## src/verilog/display_macros.svh

```systemverilog
// Fixed screen geometry and read latency; changing the size also needs the package widths changed
`ifndef DISPLAY_MACROS_SVH
`define DISPLAY_MACROS_SVH

// Visible screen size in pixels
`define DISPLAY_WIDTH 640
`define DISPLAY_HEIGHT 400

// Pixels per frame, width times height
`define DISPLAY_PIXELS 256000

// 32-bit words per frame buffer, 8 pixels each, rounded to a power of two
`define BUFFER_WORDS 32768

// Cycles from a scanner read address to its pixel at the top level
// Address register, RAM read, output register
`define READ_LATENCY 3

`endif

```

## src/verilog/display_pkg.sv

```systemverilog
// Pixel and buffer types for a fixed 640x400 screen of 4-bit palette indices, 8 pixels per word
package display_pkg;

  // One palette index
  typedef logic [3:0] pixel_t;

  // Linear pixel index, row * 640 + column
  typedef logic [17:0] pixel_address_t;

  // Word index, pixel index without the lane bits
  typedef logic [14:0] word_address_t;

  // Nibble position within a storage word
  typedef logic [2:0] pixel_lane_t;

  typedef logic [31:0] buffer_word_t;

  // Buffer currently shown on the display
  typedef enum logic {
    BUFFER_A,
    BUFFER_B
  } buffer_select_t;

endpackage

```

## src/verilog/scan_pkg.sv

```systemverilog
// Raster scanner types; column and row widths only cover the fixed 640x400 geometry
package scan_pkg;

  // Scanner FSM
  typedef enum logic {
    SCAN_IDLE,
    SCAN_ACTIVE
  } scan_state_t;

  // Column 0 to 639
  typedef logic [9:0] column_t;

  // Row 0 to 399
  typedef logic [8:0] row_t;

endpackage

```

## src/verilog/display_scanner.sv

```systemverilog
// Raster scanner without blanking; stops only at a frame end, strobes delayed by the read latency
`timescale 1ns/1ps

`include "display_macros.svh"

module display_scanner (
  input  logic                        clock_in,
  input  logic                        reset_n_in,
  input  logic                        display_enable,
  output display_pkg::pixel_address_t read_address,
  output logic                        pixel_valid,
  output logic                        line_start,
  output logic                        frame_start,
  output scan_pkg::column_t           column,
  output scan_pkg::row_t              row
);

  scan_pkg::scan_state_t    state;
  scan_pkg::column_t        column_count;
  scan_pkg::row_t           row_count;
  logic                     active;
  logic                     last_column;
  logic                     last_row;
  logic                     last_pixel;

  logic [`READ_LATENCY-1:0] valid_pipe;
  logic [`READ_LATENCY-1:0] line_pipe;
  logic [`READ_LATENCY-1:0] frame_pipe;
  scan_pkg::column_t        column_pipe [`READ_LATENCY];
  scan_pkg::row_t           row_pipe [`READ_LATENCY];

  assign active      = (state == scan_pkg::SCAN_ACTIVE);
  assign last_column = (column_count == scan_pkg::column_t'(`DISPLAY_WIDTH - 1));
  assign last_row    = (row_count == scan_pkg::row_t'(`DISPLAY_HEIGHT - 1));
  assign last_pixel  = (read_address == display_pkg::pixel_address_t'(`DISPLAY_PIXELS - 1));

  // Counters sit at zero while idle
  always_ff @(posedge clock_in) begin
    if (!reset_n_in) begin
      state        <= scan_pkg::SCAN_IDLE;
      read_address <= '0;
      column_count <= '0;
      row_count    <= '0;
    end else begin
      case (state)
        scan_pkg::SCAN_IDLE: begin
          if (display_enable) begin
            state <= scan_pkg::SCAN_ACTIVE;
          end
        end
        scan_pkg::SCAN_ACTIVE: begin
          read_address <= last_pixel ? '0 : read_address + 1'b1;
          if (last_column) begin
            column_count <= '0;
            row_count    <= last_row ? '0 : row_count + 1'b1;
          end else begin
            column_count <= column_count + 1'b1;
          end
          // Finish the frame before going idle
          if (last_pixel && !display_enable) begin
            state <= scan_pkg::SCAN_IDLE;
          end
        end
        default: state <= scan_pkg::SCAN_IDLE;
      endcase
    end
  end

  // Strobe delay line
  always_ff @(posedge clock_in) begin
    if (!reset_n_in) begin
      valid_pipe <= '0;
      line_pipe  <= '0;
      frame_pipe <= '0;
    end else begin
      valid_pipe <= {valid_pipe[`READ_LATENCY-2:0], active};
      line_pipe  <= {line_pipe[`READ_LATENCY-2:0], active && (column_count == '0)};
      frame_pipe <= {frame_pipe[`READ_LATENCY-2:0], active && (read_address == '0)};
    end
  end

  // Coordinates follow the same delay
  always_ff @(posedge clock_in) begin
    column_pipe[0] <= column_count;
    row_pipe[0]    <= row_count;
    for (int i = 1; i < `READ_LATENCY; i++) begin
      column_pipe[i] <= column_pipe[i-1];
      row_pipe[i]    <= row_pipe[i-1];
    end
  end

  assign pixel_valid = valid_pipe[`READ_LATENCY-1];
  assign line_start  = line_pipe[`READ_LATENCY-1];
  assign frame_start = frame_pipe[`READ_LATENCY-1];
  assign column      = column_pipe[`READ_LATENCY-1];
  assign row         = row_pipe[`READ_LATENCY-1];

endmodule

```

## config.mk

```make
export PLATFORM = sky130hd
export DESIGN_NAME = display_scanner
export DESIGN_NICKNAME = d
export VERILOG_FILES = /design/src/verilog/display_pkg.sv /design/src/verilog/scan_pkg.sv /design/src/verilog/display_scanner.sv
export VERILOG_INCLUDE_DIRS = /design/src /design/src/verilog
export SDC_FILE = /design/constraint.sdc
export NUM_CORES = 1
export LEC_CHECK = 0
export BUFFER_PORTS_ARGS = -buffer_cell sky130_fd_sc_hd__buf_2
export CORE_MARGIN = 3
export CORE_UTILIZATION = 59
export CTS_BUF_LIST = sky130_fd_sc_hd__clkbuf_8
export CTS_CLUSTER_DIAMETER = 30
export DETAILED_ROUTE_END_ITERATION = 10
export PLACE_DENSITY = 0.84
export SLEW_MARGIN = 10
export SYNTH_ARGS = -nofsm -noshare
export SYNTH_HDL_FRONTEND = slang
export SYNTH_SLANG_ARGS = --single-unit
```

## constraint.sdc

```tcl
create_clock -name clock_in -period 2.2 [get_ports clock_in]
set_input_delay 0.22 -clock clock_in [delete_from_list [all_inputs] [get_ports clock_in]]
set_output_delay 0.22 -clock clock_in [all_outputs]
set_load 0.005 [all_outputs]
```

==> results.yml, run 1 <==
sta:
  max_freq_ghz: 0.505
  drv_slew: 0
  rsz0062_at_grt: "false"
  period_needed_ps: 1980
  slew_headroom: 0.691
  period_share: 0.901
  setup_violations: 0
  finalHoldViolCount: 0
  setup_tns_ps: 0
  finClkSkew_ps: 9.68
  hold_ws_ps: 111
  tightest_slew_ps: 460
  setup_ws_ps: 219
synth:
  ys_seq_area_frac: 0.620
  postSynthCellCount: 315
  synth_nets: 323
  syn_avg_cell_area_um2: 10.7
  synth_cell_types: 31
  syn_area_um2: 3360
  yosysWarnings: 0
  ys_async_sr_fraction: 0
  synth-edff-count: 0
  synth-seq-cells: 104
  synth-main-ff-cell: "dfxtp_1"
floorplan:
  die_y_um: 81.5
  start_util: 0.634
  placementRows: 26
  die_area_um2: 6640
  io_pins: 43
  die_x_um: 81.5
  core_area_um2: 5300
global_routing:
  grt_max_degree: 18
  overflow: 0
  global_route.usage.total: 0.171
  grt_pass1_wl_um: 8690
  antenna_found_initial: 0
  grt_pass1_vias: 1971
worst_setup_path:
  worstPathArrival_ps: 2270
  path_max_fanout: 5
  end_kind: "flop"
  cp-start-kind: "flop"
  cp.required_ps: 2490
  critical_path_class: "flop to flop"
cts:
  cts_tree: "done"
  cts_root_buf: "clkbuf_8"
  cts_buffer_depth: 2
  cts_buffers: 9
  h-tree-depth: 3
  clkLatencyLatePin_ps: 360
  cts.sinks: 104
  hold_buffers: 0
  clkSlewWorstSetupHoldPaths_ps: 90
power_and_ir_drop:
  power_density_nw_per_um2: 843
  ir_drop_v: 0.000466
  leakage_uw: 0.00148
route:
  drtIter0Drc: 103
  firstDrtPassIters: 4
  routed-via-count: 2210
  routed_wl_um: 5340
  wl_per_cell_um: 12.6
  drc: 0
  antenna_left: 0
  vias_per_cell: 5.21
cells_and_area:
  final_cell_mix: "dfxtp_1 (104), buf_2 (42), nor2_1 (26)"
  layout-drive-gt1-share: 0.189
  finalNonFillerCells: 424
  diodes: 0
  nNetsFinal: 357
  final_common_cell: "dfxtp_1"
  synthToLayoutAreaGrowth_pct: 11.2
  post-route-util: 0.705
  fillers: 367
place:
  placed_cells: 408
  numPortBuffers: 42
  place_hpwl_um: 3730
  place_congestion: 0.821
  pre_cts_ws_ps: 110
hold_path:
  hp-class: "input port to flop"
run_status:
  status: "completed"
run:
  cap_viol_max_count: 0
==> stage by stage <==
step,area (µm²),power (µW)
2_1_floorplan,3360,1990
3_3_place_gp,3530,2020
3_5_place_dp,3530,2020
4_1_cts,3740,3170
5_1_grt,3740,3260
6_report,3740,3150
==> cell usage after synthesis (2+ instances only) <==
master     number  area (µm²)
o311ai_0        2        17.5
nand3_1        16        80.1
nor4_1          7        43.8
and4_1          2        17.5
o21ai_0        11        55.1
and2_1          7        43.8
nand4bb_1       2        22.5
nand2_1        14        52.6
buf_4          19         143
ha_1            5        62.6
xor2_1          9        78.8
or3_1          10        62.6
a21oi_1        16        80.1
or4_1           2        15.0
buf_2           2        10.0
nor4b_1         2        17.5
nand4_1        12        75.1
o211ai_1        2        15.0
xnor2_1        12         105
inv_1          13        48.8
nor2_1         26        97.6
dfxtp_1       104        2080
clkbuf_1        3        11.3
nor3_1          7        35.0
and3_1          4        25.0
==> per-layer routing <==
layer,global-route usage,up-vias,wire length (µm)
met3,0.0548,6,294
met5,0,-,0
li1,-,1124,-
met2,0.268,61,2470
met4,0.0693,0,61
met1,0.218,1019,2510
==> path summary, 6_finish.rpt <==
| path | from | end | slack (ps) | cells past startpoint |
|---|---|---|---|---|
| worst max-delay path | column_count[0] | row_count[7] | 220 | 6 |
| worst min-delay path | display_enable | active | 110 | 3 |
| worst max register to register | column_count[0] | row_count[7] | 220 | 6 |
| worst min register to register | row_pipe[0][0] | row_pipe[0][9] | 330 | 0 |
==> flip-flops by register name, summed over array words and instances (netlist names), 3 cells and up <==
name	cells
row_count	9
column_count	10
line_pipe	3
read_address	18
row_pipe	27
valid_pipe	3
column_pipe	30
frame_pipe	3
==> critical path, cell delays in order, from the launching register on <==
cell and delay [ps]:
dfxtp_1 410, ha_1 240, nand3_1 110, buf_4 170, or4_1 540, or3_1 330
a21oi_1 130
==> power breakdown <==
group	total, µW	switching (µW)	internal (µW)
clock	1170	611	563
sequential	1910	11.7	1900
combinational	61.2	37.0	24.2
total	3150	660	2490
==> area by class of cell <==
type                       count  area (µm²)  area share
timing repair buffer          47         248      0.0663
inverter                      13        48.8      0.0131
clock buffer                  10         138      0.0368
tap                           70        87.6      0.0234
sequential                   104        2080       0.557
multi-input combinational    174        1060       0.285
clock inverter                 6        67.6      0.0181
==> repair_timing <==
| action | 4_1_cts | 5_1_grt |
|---|---|---|
| buffers inserted | 0 | 0 |
| setup endpoints to repair | 0 | 5 |
| gates resized for setup | 0 | 1 |
==> cells by family (layout without fill, tap and decap cells) <==
family,count (synthesis),after routing,share of synthesized area
xor+xnor,21,21,0.0547
buf+inv,37,76,0.0633
flops,104,104,0.620
mux,1,1,0.00298
simple gates,114,114,0.184
compound gates,33,33,0.0562
fa+ha+maj,5,5,0.0186
Power figures use the tool's default switching activity.
==> inputs of run 2 (changes only) <==
--- a/config.mk
+++ b/config.mk
@@ -8,11 +8,12 @@
 export LEC_CHECK = 0
 export BUFFER_PORTS_ARGS = -buffer_cell sky130_fd_sc_hd__buf_2
 export CORE_MARGIN = 3
-export CORE_UTILIZATION = 59
+export CORE_UTILIZATION = 27
 export CTS_BUF_LIST = sky130_fd_sc_hd__clkbuf_8
 export CTS_CLUSTER_DIAMETER = 30
 export DETAILED_ROUTE_END_ITERATION = 10
-export PLACE_DENSITY = 0.84
+export PLACE_DENSITY = 0.46
+export RECOVER_POWER = 25
 export SLEW_MARGIN = 10
 export SYNTH_ARGS = -nofsm -noshare
 export SYNTH_HDL_FRONTEND = slang
==> constraint.sdc (replaced) <==
create_clock -name clock_in -period 2.2 [get_ports clock_in]
set_input_delay 0 -clock clock_in [delete_from_list [all_inputs] [get_ports clock_in]]
set_output_delay 0 -clock clock_in [all_outputs]
set_load 0.005 [all_outputs]
==> run 2 against run 1 <==
Clock skew barely moved. Final cell count rose by 23%. Via count fell by 1.6%. Largest power group unchanged. Combinational power rose by 8.2%. Sequential power barely moved. Critical endpoint is now row_count[6]. Non-clock buffer count rose by 1. Critical path type unchanged. Sequential share of layout area fell by 1.7 points. Critical path depth fell by 1. Total power fell by 1.8%.
==> results.yml, run 2 (synthesis results as in run 1) <==
run_status:
  status: "completed"
sta:
  rsz0062_at_grt: "false"
  setup_violations: 0
  period_share: 0.928
  finalHoldViolCount: 0
  tightest_slew_ps: 552
  setup_tns_ps: 0
  hold_ws_ps: 19.7
  slew_headroom: 0.632
  finClkSkew_ps: 10.0
  drv_slew: 0
  max_freq_ghz: 0.490
  period_needed_ps: 2040
route:
  routed-via-count: 2174
  drtIter0Drc: 92
  drc: 0
  firstDrtPassIters: 4
  routed_wl_um: 5790
  vias_per_cell: 4.16
  antenna_left: 0
  wl_per_cell_um: 11.1
worst_setup_path:
  worstReg2RegStart: "column_count[0]"
  end_kind: "flop"
  crit_chain: "ha_1 -> nand3_1 -> or4_4 -> or3_1 -> a21oi_1"
  worstPathArrival_ps: 2320
  r2r_end: "row_count[6]"
  cp-start-kind: "flop"
  max_stage_delay_ps: 610
  cp.required_ps: 2480
  r2r_setup_slack_ps: 160
  slowest_stage: "or4_4"
  r2r_cells: 5
  critical_path_class: "flop to flop"
  path_max_fanout: 6
place:
  numPortBuffers: 42
  place_hpwl_um: 3980
  placed_cells: 506
  place_congestion: 0.799
floorplan:
  start_util: 0.277
  die_x_um: 118
  die_y_um: 118
  core_area_um2: 12100
  placementRows: 40
  die_area_um2: 13800
  io_pins: 43
cells_and_area:
  final_common_cell: "dfxtp_1"
  largest_register_ffs: 30
  reg.largest.list: "column_pipe x30, row_pipe x27, read_address x18"
  diodes: 0
  synthToLayoutAreaGrowth_pct: 14.7
  layout-drive-gt1-share: 0.189
  fillers: 1283
  nNetsFinal: 358
  final_cell_mix: "dfxtp_1 (104), buf_2 (42), nor2_1 (26)"
  regMostFlops: "column_pipe"
  finalNonFillerCells: 523
cts:
  cts_tree: "done"
  clkLatencyLatePin_ps: 360
  h-tree-depth: 3
  cts_setup_buffers: 0
  clkSlewWorstSetupHoldPaths_ps: 100
  cts_buffers: 9
  cts_root_buf: "clkbuf_8"
  cts.sinks: 104
  cts_buffer_depth: 2
global_routing:
  antenna_found_initial: 0
  grt_pass1_vias: 1983
  overflow: 0
  grt_max_degree: 20
  grt_pass1_wl_um: 9670
  global_route.usage.total: 0.0862
power_and_ir_drop:
  p_total_uw: 3090
  power_density_nw_per_um2: 802
  ir_drop_v: 0.000214
  leakage_uw: 0.00148
hold_path:
  hold_depth: 2
  hp-class: "input port to flop"
  min_to: "frame_pipe[2]"
  hold_start: "reset_n_in"
run:
  cap_viol_max_count: 0
## run 2: layout make-up
class	instances	area [µm²]	area share
multi-input combinational	174	1070	0.277
timing repair buffer	48	258	0.0669
clock buffer	9	124	0.0322
inverter	13	48.8	0.0127
sequential	104	2080	0.540
clock inverter	7	61.3	0.0159
tap	168	210	0.0546
## run 2: stage by stage
stage,area [µm²],utilization,worst slack (ps)
after floorplan,3360,-,282
after global placement,3650,0.302,222
after detailed placement,3650,0.302,148
after CTS,3850,0.318,103
after global routing,3850,0.318,58.9
final,3850,0.318,159
## run 2: routing by layer
layer | share of wire | GRT usage
met2 | 0.44 | 0.135
met3 | 0.066 | 0.0356
met4 | 0.0085 | 0.0330
met1 | 0.49 | 0.106
met5 | 0 | 0
## run 2: critical path, delay by kind of cell (launching register included)
| kind | cells | cell delay [ps] |
|---|---|---|
| simple gates | 3 | 1170 |
| fa+ha+maj | 1 | 230 |
| flops | 1 | 430 |
| compound gates | 1 | 150 |
## run 2: power breakdown
part	switching [µW]	internal, µW
registers	11.1	1900
logic	39.5	26.7
clock network	674	438
total	724	2370
## run 2: worst max path at each step
stage                     from            to  slack (ps)  depth (start not counted)
2_1_floorplan  column_count[0]  row_count[0]         280                          6
3_3_place_gp   column_count[0]  row_count[6]         220                          5
3_5_place_dp   column_count[0]  row_count[6]         150                          5
4_1_cts        column_count[0]  row_count[6]         100                          5
5_1_grt        column_count[1]  row_count[8]          60                          5
6_report       column_count[0]  row_count[6]         160                          5
## run 2: what timing repair did
item,CTS,global route
endpoints found under the hold margin,1,0
resized for setup,0,1
hold buffers,1,0
setup endpoints to repair,0,2
